`src/len5_pkg.sv`:
```
// ISA definitions for the cut-down instruction datapath
// Widths, major opcodes, fetch exception codes and fixed PCs
`default_nettype none

package len5_pkg;

  // Address and data width
  localparam int unsigned XLEN = 32;
  // No compressed instructions
  localparam int unsigned ILEN = 32;

  // PC after reset
  localparam logic [XLEN-1:0] BOOT_PC = 32'h0000_0000;
  // Redirect target of any fetch exception
  localparam logic [XLEN-1:0] TRAP_PC = 32'h0000_0100;

  // RV32I major opcodes, instruction bits [6:0]
  typedef enum logic [6:0] {
    OP_LOAD   = 7'b0000011,
    OP_OPIMM  = 7'b0010011,
    OP_STORE  = 7'b0100011,
    OP_OP     = 7'b0110011,
    OP_LUI    = 7'b0110111,
    OP_BRANCH = 7'b1100011,
    OP_JALR   = 7'b1100111,
    OP_JAL    = 7'b1101111
  } opcode_t;

  // Fetch exceptions
  typedef enum logic [1:0] {
    E_NONE           = 2'd0,
    E_I_MISALIGNED   = 2'd1,
    E_I_ACCESS_FAULT = 2'd2
  } except_code_t;

endpackage

`default_nettype wire

```
`src/expipe_pkg.sv`:
```
// Pipeline structures shared by front end, instruction queue and back end
// Also holds the queue and BTB sizes
`default_nettype none

package expipe_pkg;

  // Instruction queue size
  localparam int unsigned IQ_DEPTH   = 4;
  localparam int unsigned IQ_IDX_LEN = $clog2(IQ_DEPTH);

  // BTB index width, 16 entries
  localparam int unsigned BTB_BITS    = 4;
  localparam int unsigned BTB_ENTRIES = 2 ** BTB_BITS;
  // PC bits above index and byte offset
  localparam int unsigned BTB_TAG_LEN = len5_pkg::XLEN - BTB_BITS - 2;

  // Answer from the instruction cache
  typedef struct packed {
    logic [len5_pkg::ILEN-1:0] instruction;
    logic                      access_fault;
  } icache_out_t;

  // Fetch-time prediction
  typedef struct packed {
    logic [len5_pkg::XLEN-1:0] pc;
    logic [len5_pkg::XLEN-1:0] target;
    logic                      taken;
  } prediction_t;

  // Back end redirect, also used as BTB update
  typedef struct packed {
    logic                      valid;
    logic [len5_pkg::XLEN-1:0] pc;
    logic [len5_pkg::XLEN-1:0] target;
    logic                      taken;
    logic                      mispredict;
  } resolution_t;

  // One slot of the instruction queue
  typedef struct packed {
    logic [len5_pkg::ILEN-1:0] instruction;
    prediction_t               pred;
    logic                      except_raised;
    len5_pkg::except_code_t    except_code;
  } iq_entry_t;

endpackage

`default_nettype wire

```
`src/front_end.sv`:
```
// Fetch front end
// PC generation, direct-mapped BTB prediction and the I$ request/answer
// handshake; stale answers after a redirect are dropped by epoch
`default_nettype none

module front_end (
  input  wire logic                          clk_i,
  input  wire logic                          arst_n_i,
  // I$ request
  output logic        [len5_pkg::XLEN-1:0]   addr_o,
  output logic                               addr_valid_o,
  input  wire logic                          addr_ready_i,
  // I$ answer
  input  var  expipe_pkg::icache_out_t       data_i,
  input  wire logic                          data_valid_i,
  output logic                               data_ready_o,
  // To the instruction queue
  output logic                               issue_valid_o,
  input  wire logic                          issue_ready_i,
  output expipe_pkg::iq_entry_t              entry_o,
  // Redirect from the back end
  input  var  expipe_pkg::resolution_t       res_i
);

  import len5_pkg::*;
  import expipe_pkg::*;

  typedef enum logic [1:0] {FE_BOOT, FE_REQ, FE_WAIT, FE_HALT} fe_state_t;

  typedef struct packed {
    logic [BTB_TAG_LEN-1:0] tag;
    logic [XLEN-1:0]        target;
  } btb_entry_t;

  fe_state_t                  state_q, state_d;
  logic      [XLEN-1:0]       pc_q, pc_d;
  logic                       epoch_q, epoch_d;
  logic                       req_epoch_q, req_epoch_d;
  logic                       stale;
  logic                       misaligned;
  logic                       ans_fire;
  logic      [BTB_ENTRIES-1:0] btb_valid_q;
  btb_entry_t                 btb_q [BTB_ENTRIES];
  logic      [BTB_BITS-1:0]   btb_idx;
  logic      [BTB_BITS-1:0]   upd_idx;
  logic                       btb_hit;
  prediction_t                pred;

  // No C extension, so anything off a word boundary faults
  assign misaligned = pc_q[1:0] != 2'b00;
  // Answer belongs to a path that was redirected away
  assign stale      = req_epoch_q != epoch_q;

  // BTB lookup at the current PC
  assign btb_idx = pc_q[BTB_BITS+1:2];
  assign upd_idx = res_i.pc[BTB_BITS+1:2];
  assign btb_hit = btb_valid_q[btb_idx] &&
                   (btb_q[btb_idx].tag == pc_q[XLEN-1:BTB_BITS+2]);

  assign pred.pc     = pc_q;
  assign pred.taken  = btb_hit;
  assign pred.target = btb_hit ? btb_q[btb_idx].target : pc_q + XLEN'(4);

  // Misaligned PCs never reach the cache
  assign addr_o       = pc_q;
  assign addr_valid_o = (state_q == FE_REQ) && !misaligned;
  // Stale answers are always taken and thrown away
  assign data_ready_o = (state_q == FE_WAIT) && (stale || issue_ready_i);
  assign ans_fire     = data_valid_i && data_ready_o;
  // Push only when the queue takes it
  assign issue_valid_o = (ans_fire && !stale) ||
                         ((state_q == FE_REQ) && misaligned && issue_ready_i);

  // Queue entry, exception flags override the cache word
  always_comb begin
    entry_o.instruction   = data_i.instruction;
    entry_o.pred          = pred;
    entry_o.except_raised = 1'b0;
    entry_o.except_code   = E_NONE;
    if (misaligned) begin
      entry_o.instruction   = '0;
      entry_o.except_raised = 1'b1;
      entry_o.except_code   = E_I_MISALIGNED;
    end else if (data_i.access_fault) begin
      entry_o.except_raised = 1'b1;
      entry_o.except_code   = E_I_ACCESS_FAULT;
    end
  end

  // Next PC and fetch FSM
  always_comb begin
    state_d     = state_q;
    pc_d        = pc_q;
    epoch_d     = epoch_q;
    req_epoch_d = req_epoch_q;
    unique case (state_q)
      FE_BOOT: state_d = FE_REQ;
      FE_REQ: begin
        if (misaligned) begin
          // Fault entry goes out, then wait for the trap
          if (issue_ready_i) state_d = FE_HALT;
        end else if (addr_ready_i) begin
          state_d     = FE_WAIT;
          req_epoch_d = epoch_q;
        end
      end
      FE_WAIT: begin
        if (ans_fire && stale) begin
          state_d = FE_REQ;
        end else if (ans_fire) begin
          pc_d    = pred.target;
          state_d = data_i.access_fault ? FE_HALT : FE_REQ;
        end
      end
      // Parked until the back end redirects
      FE_HALT: state_d = FE_HALT;
      default: state_d = FE_BOOT;
    endcase
    // Redirect wins; an outstanding request is still waited for
    if (res_i.valid) begin
      pc_d    = res_i.target;
      epoch_d = ~epoch_q;
      if (state_d != FE_WAIT) state_d = FE_REQ;
    end
  end

  always_ff @(posedge clk_i or negedge arst_n_i) begin
    if (!arst_n_i) begin
      state_q     <= FE_BOOT;
      pc_q        <= BOOT_PC;
      epoch_q     <= 1'b0;
      req_epoch_q <= 1'b0;
      btb_valid_q <= '0;
    end else begin
      state_q     <= state_d;
      pc_q        <= pc_d;
      epoch_q     <= epoch_d;
      req_epoch_q <= req_epoch_d;
      // Taken outcome allocates, not-taken evicts
      if (res_i.valid && res_i.mispredict) btb_valid_q[upd_idx] <= res_i.taken;
    end
  end

  // BTB payload
  always_ff @(posedge clk_i) begin
    if (res_i.valid && res_i.mispredict && res_i.taken) begin
      btb_q[upd_idx].tag    <= res_i.pc[XLEN-1:BTB_BITS+2];
      btb_q[upd_idx].target <= res_i.target;
    end
  end

  // Request held until the cache takes it, unless redirected
  a_addr_stable: assert property (@(posedge clk_i) disable iff (!arst_n_i)
    addr_valid_o && !addr_ready_i && !res_i.valid |=> addr_valid_o && $stable(addr_o));

endmodule

`default_nettype wire

```
`src/instr_queue.sv`:
```
// Flushable instruction queue between fetch and the back end
// Circular buffer with head/tail pointers and an occupancy count
`default_nettype none

module instr_queue (
  input  wire logic                  clk_i,
  input  wire logic                  arst_n_i,
  input  wire logic                  flush_i,
  // Push side, from the front end
  input  wire logic                  push_i,
  input  var  expipe_pkg::iq_entry_t entry_i,
  output logic                       ready_o,
  // Pop side, to the back end
  output logic                       entry_valid_o,
  output expipe_pkg::iq_entry_t      entry_o,
  input  wire logic                  pop_i
);

  import expipe_pkg::*;

  iq_entry_t               mem_q [IQ_DEPTH];
  logic [IQ_IDX_LEN-1:0]   head_q;
  logic [IQ_IDX_LEN-1:0]   tail_q;
  logic [IQ_IDX_LEN:0]     count_q;
  logic                    full;
  logic                    empty;
  logic                    push_en;
  logic                    pop_en;

  // Wrap at the last slot, depth need not be a power of two
  function automatic logic [IQ_IDX_LEN-1:0] next_idx(input logic [IQ_IDX_LEN-1:0] idx);
    next_idx = (idx == IQ_IDX_LEN'(IQ_DEPTH - 1)) ? '0 : idx + 1'b1;
  endfunction

  assign full    = count_q == (IQ_IDX_LEN + 1)'(IQ_DEPTH);
  assign empty   = count_q == '0;
  assign push_en = push_i && !full;
  assign pop_en  = pop_i && !empty;

  assign ready_o       = !full;
  assign entry_valid_o = !empty;
  // Head slot read straight out
  assign entry_o       = mem_q[head_q];

  always_ff @(posedge clk_i or negedge arst_n_i) begin
    if (!arst_n_i) begin
      head_q  <= '0;
      tail_q  <= '0;
      count_q <= '0;
    end else if (flush_i) begin
      // Flush beats a push in the same cycle
      head_q  <= '0;
      tail_q  <= '0;
      count_q <= '0;
    end else begin
      if (push_en) tail_q <= next_idx(tail_q);
      if (pop_en) head_q <= next_idx(head_q);
      if (push_en && !pop_en) count_q <= count_q + 1'b1;
      else if (pop_en && !push_en) count_q <= count_q - 1'b1;
    end
  end

  always_ff @(posedge clk_i) begin
    if (push_en) mem_q[tail_q] <= entry_i;
  end

  // Producer honours ready_o, consumer honours entry_valid_o
  a_no_push_full: assert property (@(posedge clk_i) disable iff (!arst_n_i)
    push_i |-> ready_o);
  a_no_pop_empty: assert property (@(posedge clk_i) disable iff (!arst_n_i)
    pop_i |-> entry_valid_o);

endmodule

`default_nettype wire

```
`src/back_end.sv`:
```
// Simplified back end
// Decodes opcodes, resolves branches with all registers reading zero,
// traps on fetch exceptions and commits in program order
`default_nettype none

module back_end (
  input  wire logic                          clk_i,
  input  wire logic                          arst_n_i,
  input  wire logic                          stall_i,
  // From the instruction queue
  input  wire logic                          entry_valid_i,
  input  var  expipe_pkg::iq_entry_t         entry_i,
  output logic                               pop_o,
  // Redirect to the front end
  output expipe_pkg::resolution_t            res_o,
  // Commit port
  output logic                               commit_valid_o,
  output logic        [len5_pkg::XLEN-1:0]   commit_pc_o,
  output logic        [len5_pkg::ILEN-1:0]   commit_instr_o,
  output logic                               except_raised_o,
  output len5_pkg::except_code_t             except_code_o
);

  import len5_pkg::*;
  import expipe_pkg::*;

  opcode_t           opcode;
  logic [2:0]        funct3;
  logic [XLEN-1:0]   pc;
  logic [XLEN-1:0]   b_imm;
  logic [XLEN-1:0]   j_imm;
  logic              act_taken;
  logic [XLEN-1:0]   act_target;
  logic              mispredict;
  resolution_t       res_d;

  assign pc     = entry_i.pred.pc;
  assign opcode = opcode_t'(entry_i.instruction[6:0]);
  assign funct3 = entry_i.instruction[14:12];

  // B-type and J-type immediates
  assign b_imm = {{19{entry_i.instruction[31]}}, entry_i.instruction[31],
                  entry_i.instruction[7], entry_i.instruction[30:25],
                  entry_i.instruction[11:8], 1'b0};
  assign j_imm = {{11{entry_i.instruction[31]}}, entry_i.instruction[31],
                  entry_i.instruction[19:12], entry_i.instruction[20],
                  entry_i.instruction[30:21], 1'b0};

  // Nothing popped in the redirect cycle, queue is being flushed
  assign pop_o = entry_valid_i && !stall_i && !res_o.valid;

  // Actual outcome with rs1 == rs2 == 0
  always_comb begin
    act_taken  = 1'b0;
    act_target = pc + XLEN'(4);
    unique case (opcode)
      OP_BRANCH: begin
        // EQ, GE, GEU hold on equal operands; NE, LT, LTU never do
        act_taken = ~(funct3[2] ^ funct3[0]);
        if (act_taken) act_target = pc + b_imm;
      end
      OP_JAL: begin
        act_taken  = 1'b1;
        act_target = pc + j_imm;
      end
      // JALR, memory and ALU ops retire with no effect
      OP_JALR, OP_LOAD, OP_STORE, OP_OP, OP_OPIMM, OP_LUI: act_taken = 1'b0;
      default: act_taken = 1'b0;
    endcase
  end

  assign mispredict = (act_taken != entry_i.pred.taken) ||
                      (act_target != entry_i.pred.target);

  // Trap redirect takes priority over branch outcome
  always_comb begin
    res_d.valid      = pop_o && (entry_i.except_raised || mispredict);
    res_d.pc         = pc;
    res_d.target     = act_target;
    res_d.taken      = act_taken;
    res_d.mispredict = 1'b1;
    if (entry_i.except_raised) begin
      res_d.target = TRAP_PC;
      res_d.taken  = 1'b0;
    end
  end

  always_ff @(posedge clk_i or negedge arst_n_i) begin
    if (!arst_n_i) begin
      res_o           <= '0;
      commit_valid_o  <= 1'b0;
      except_raised_o <= 1'b0;
      except_code_o   <= E_NONE;
    end else begin
      res_o           <= res_d;
      commit_valid_o  <= pop_o;
      except_raised_o <= pop_o && entry_i.except_raised;
      except_code_o   <= (pop_o && entry_i.except_raised) ? entry_i.except_code : E_NONE;
    end
  end

  // Commit payload
  always_ff @(posedge clk_i) begin
    if (pop_o) begin
      commit_pc_o    <= pc;
      commit_instr_o <= entry_i.instruction;
    end
  end

  // Redirect is a one-cycle pulse and leaves the queue flushed behind it
  a_res_pulse: assert property (@(posedge clk_i) disable iff (!arst_n_i)
    res_o.valid |=> !res_o.valid && !entry_valid_i);

endmodule

`default_nettype wire

```
`src/data_path.sv`:
```
// Instruction datapath top
// Front end feeds the instruction queue, back end drains it and redirects
`default_nettype none

module data_path (
  input  wire logic                          clk_i,
  input  wire logic                          arst_n_i,
  input  wire logic                          stall_i,
  // I$ ports
  output logic        [len5_pkg::XLEN-1:0]   addr_o,
  output logic                               addr_valid_o,
  input  wire logic                          addr_ready_i,
  input  var  expipe_pkg::icache_out_t       data_i,
  input  wire logic                          data_valid_i,
  output logic                               data_ready_o,
  // Commit
  output logic                               commit_valid_o,
  output logic        [len5_pkg::XLEN-1:0]   commit_pc_o,
  output logic        [len5_pkg::ILEN-1:0]   commit_instr_o,
  output logic                               except_raised_o,
  output len5_pkg::except_code_t             except_code_o,
  output logic                               mispredict_o
);

  import expipe_pkg::*;

  logic        issue_valid;
  logic        issue_ready;
  iq_entry_t   fe_entry;
  iq_entry_t   iq_entry;
  logic        iq_valid;
  logic        pop;
  resolution_t res;

  // Traps also carry the mispredict bit
  assign mispredict_o = res.valid && res.mispredict;

  front_end u_front_end (
    .clk_i         (clk_i),
    .arst_n_i      (arst_n_i),
    .addr_o        (addr_o),
    .addr_valid_o  (addr_valid_o),
    .addr_ready_i  (addr_ready_i),
    .data_i        (data_i),
    .data_valid_i  (data_valid_i),
    .data_ready_o  (data_ready_o),
    .issue_valid_o (issue_valid),
    .issue_ready_i (issue_ready),
    .entry_o       (fe_entry),
    .res_i         (res)
  );

  // Any redirect flushes the queue
  instr_queue u_instr_queue (
    .clk_i         (clk_i),
    .arst_n_i      (arst_n_i),
    .flush_i       (res.valid),
    .push_i        (issue_valid),
    .entry_i       (fe_entry),
    .ready_o       (issue_ready),
    .entry_valid_o (iq_valid),
    .entry_o       (iq_entry),
    .pop_i         (pop)
  );

  back_end u_back_end (
    .clk_i           (clk_i),
    .arst_n_i        (arst_n_i),
    .stall_i         (stall_i),
    .entry_valid_i   (iq_valid),
    .entry_i         (iq_entry),
    .pop_o           (pop),
    .res_o           (res),
    .commit_valid_o  (commit_valid_o),
    .commit_pc_o     (commit_pc_o),
    .commit_instr_o  (commit_instr_o),
    .except_raised_o (except_raised_o),
    .except_code_o   (except_code_o)
  );

endmodule

`default_nettype wire

```
`config.mk`:
```
export PLATFORM = sky130hd
export DESIGN_NAME = data_path
export DESIGN_NICKNAME = d
export VERILOG_FILES = /design/src/len5_pkg.sv /design/src/expipe_pkg.sv /design/src/front_end.sv /design/src/instr_queue.sv /design/src/back_end.sv /design/src/data_path.sv
export SDC_FILE = /design/constraint.sdc
export NUM_CORES = 2
export LEC_CHECK = 0
export BUFFER_PORTS_ARGS = -buffer_cell sky130_fd_sc_hd__buf_2
export CAP_MARGIN = 20
export CORE_MARGIN = 2
export CORE_UTILIZATION = 60
export CTS_CLUSTER_DIAMETER = 80
export CTS_CLUSTER_SIZE = 24
export DETAILED_ROUTE_END_ITERATION = 12
export GPL_TIMING_DRIVEN = 1
export PLACE_DENSITY = 0.85
export SYNTH_ARGS = -nofsm -noshare
export SYNTH_HDL_FRONTEND = slang
export SYNTH_SLANG_ARGS = --single-unit
```
`constraint.sdc`:
```
create_clock -name clk_i -period 7.6 [get_ports clk_i]
set_clock_uncertainty 0.1 [all_clocks]
set_input_delay 1.52 -clock clk_i [delete_from_list [all_inputs] [get_ports clk_i]]
set_output_delay 1.52 -clock clk_i [all_outputs]
set_load 0.01 [all_outputs]
```
==> reports/results.tsv <==
metric	value	unit
Via density	6.94	
via count	33200	
CTS resizes	0	
die footprint	0.106	mm2
CTS clk-pin slew, worst paths	0.09	ns
# nets final	3434	
power density cells	392	mW/mm2
setup violators final	0	
Post-synth EDFFs	1392	
register bit total from synthesis	1520	
Root Buffer	clkbuf_16	
CP dominant cell by count	o21a_1	
minimum setup slack in the final design	1.58	ns
CP cell instances	buf_4 > mux4_2 > ha_1 > nand2_1 > o21a_1 > or3_1 > nand3_1 > xor2_1 > a211oi_1 > xnor2_1 > or4b_2 > nor4_1 > nand4_1 > o21a_1	
post-route ant nets	0	
Tcrit/Tclk final	0.791	
DRC viols	0	
Yosys top cell by area	edfxtp_1	
area share of the largest cell type after synthesis	0.673	
Final Wtd Congestion	1.01	
register area share after synthesis	0.724	
Max Used Layer	met5	
final-layout fill cell count	6541	
core area	0.103	mm2
final hold slack	0.402	ns
DPL Wire Length	97400	um
DR WL/cell	33.4	um
M1 wire length	57400	um
drt pass-1 iters	5	
Overall Power	26.2	mW
largest cells by area after synthesis	edfxtp_1 (67%), mux4_2 (14%), dfrtp_1 (5.2%)	
die width	326	um
Die Height	326	um
postcts setup bufs	0	
commonest non-fill, non-tap cells in the layout	edfxtp_1 (1392), mux4_2 (394), buf_2 (139)	
Layout area overhead	7.44	%
YS warnings	0	
multi-input logic area	0.0163	mm2
max cap viols	0	
GRT overflow	0	
WL met2	77900	um
# port buffers	140	
flip-flop and latch area	0.0450	mm2
Most used DFF post-synth	edfxtp_1	
final wirelength	160000	um
crit-path max cell delay	0.88	ns
Setup TNS Final	0	ns
Post-Synthesis Cell Area	0.0621	mm2
most common cell after layout, fill and taps aside	edfxtp_1	
fin area	0.0667	mm2
largest net degree at the start of global routing	73	
RSZ-0062 raised after global routing	false	
antenna violations before repair	4	
wire length of the first global-routing pass	231000	um
Post-Syn Area per Cell	19.2	um2
total track usage	0.303	
synth unique cells	82	
post-layout min period	6.02	ns
P_leak	21.6	nW
I/O pin count	141	
final hold violation count	0	
CTS tree	done	
dpl ws	1.69	ns
Hold Path Class	flop to flop	
Num CTS Buffers	74	
htree depth	3	
Cell Rows	118	
later-pin clock latency in the skew report	0.68	ns
hold-fix buffers at CTS	0	
DR WL met3	17600	um
placed cells	4646	
share of layout cells above drive strength 1	0.223	
Initial Util	0.603	
final core utilization	0.648	
outcome	completed	
1st-iter DRT viols	4945	
Slowest-stage cell, CP	dfrtp_4	
Clock Tree Buf Depth	3	
number of global-route vias before repair	33300	
asr flop ratio synth	0.0842	
Worst Setup Start Kind	flop	
Slew Viols, Final	0	
worst endpoint required time	8.08	ns
CP Capture Type	flop	
critical path class	flop to flop	
Synth Instances	3236	
Slew @ Worst Pin	1.04	ns
Max-slew headroom	0.298	
VDD IR-drop max	0.226	mV
Net Count, Synth	3328	
critical path peak fanout	33	
Finished Layout Cells	4784	
Area after DPL	0.0645	mm2
WP data arrival	6.49	ns
highest clock rate	0.166	GHz
clk sink count	1520	
==> worst paths after layout <==
kind | cells after the start | slack, ns | to | from
worst max-delay path | 14 | 1.58 | u_back_end.res_o[66] | u_instr_queue.head_q[0]
worst min-delay path | 1 | 0.40 | u_front_end.btb_valid_q[5] | u_front_end.btb_valid_q[5]
worst max register to register | 14 | 1.58 | u_back_end.res_o[66] | u_instr_queue.head_q[0]
worst min register to register | 1 | 0.40 | u_front_end.btb_valid_q[5] | u_front_end.btb_valid_q[5]
max in group asynchronous | 2 | 5.26 | u_instr_queue.head_q[0] | arst_n_i
min in group asynchronous | 1 | 0.64 | u_back_end.res_o[53] | arst_n_i
==> cell type report <==
type / instances / area share
Antenna cell: 1 / 0.0000375
Clock inverter: 9 / 0.00202
Sequential cell: 1520 / 0.675
Clock buffer: 128 / 0.0317
Inverter: 19 / 0.00109
Tap cell: 1380 / 0.0259
Timing Repair Buffer: 218 / 0.0207
Multi-Input combinational cell: 1509 / 0.244
==> registers in the layout, indices dropped and copies added (netlist names), 2 cells and up <==
name                       cells
u_front_end.btb_q            928
u_instr_queue.mem_q          400
u_back_end.res_o              65
u_back_end.commit_instr_o     32
u_back_end.commit_pc_o        32
u_front_end.addr_o            32
u_front_end.btb_valid_q       16
u_instr_queue.count_q          3
u_back_end.except_code_o       2
u_front_end.state_q            2
u_instr_queue.head_q           2
u_instr_queue.tail_q           2
==> synth_stat cells, types with 9 or more instances <==
| cell | number |
|---|---|
| a211oi_1 | 12 |
| a21o_1 | 27 |
| a21oi_1 | 98 |
| a31oi_1 | 14 |
| and2_1 | 53 |
| and3_1 | 23 |
| buf_1 | 22 |
| buf_2 | 32 |
| buf_4 | 38 |
| clkbuf_1 | 93 |
| dfrtp_1 | 128 |
| edfxtp_1 | 1392 |
| ha_1 | 51 |
| inv_1 | 19 |
| mux2_2 | 13 |
| mux2i_1 | 35 |
| mux4_2 | 394 |
| nand2_1 | 136 |
| nand3_1 | 39 |
| nand4_1 | 42 |
| nor2_1 | 142 |
| nor2b_1 | 9 |
| nor3_1 | 18 |
| o21a_1 | 14 |
| o21ai_0 | 86 |
| o22ai_1 | 9 |
| o31ai_1 | 10 |
| or3_1 | 11 |
| xnor2_1 | 86 |
| xor2_1 | 51 |
==> per-layer routing <==
metal  track usage  vias to the layer above
li1              -                    13300
met1         0.420                    17200
met2         0.488                     2384
met3        0.0541                      365
met4         0.121                        2
met5             0                        -
==> critical path, delay by kind of cell, from the launching register on <==
family,cells,cell delay [ns]
and+or+nand+nor,6,1.96
adders and majority gates,1,0.51
muxes,1,0.60
DFF,1,0.88
xor gates and xnor gates,2,0.34
AOI/OAI and AO/OA,3,1.10
buffers and inverters,1,0.41
==> power breakdown <==
part	internal, mW	leakage [nW]	total [mW]	switching [mW]
clock	1.98	1.07	4.50	2.52
sequential	10.8	14.3	12.2	1.38
combinational	3.75	6.19	9.45	5.70
total	16.6	21.6	26.2	9.61
==> kinds of logic after synthesis <==
family / share of synthesized area
AOI/OAI and AO/OA: 0.0372
muxes: 0.151
adders and majority gates: 0.0112
xor gates and xnor gates: 0.0196
DFF: 0.724
other: 0.0000604
buffers and inverters: 0.0158
and+or+nand+nor: 0.0407
Note: power is estimated with default switching activity, not from simulation.
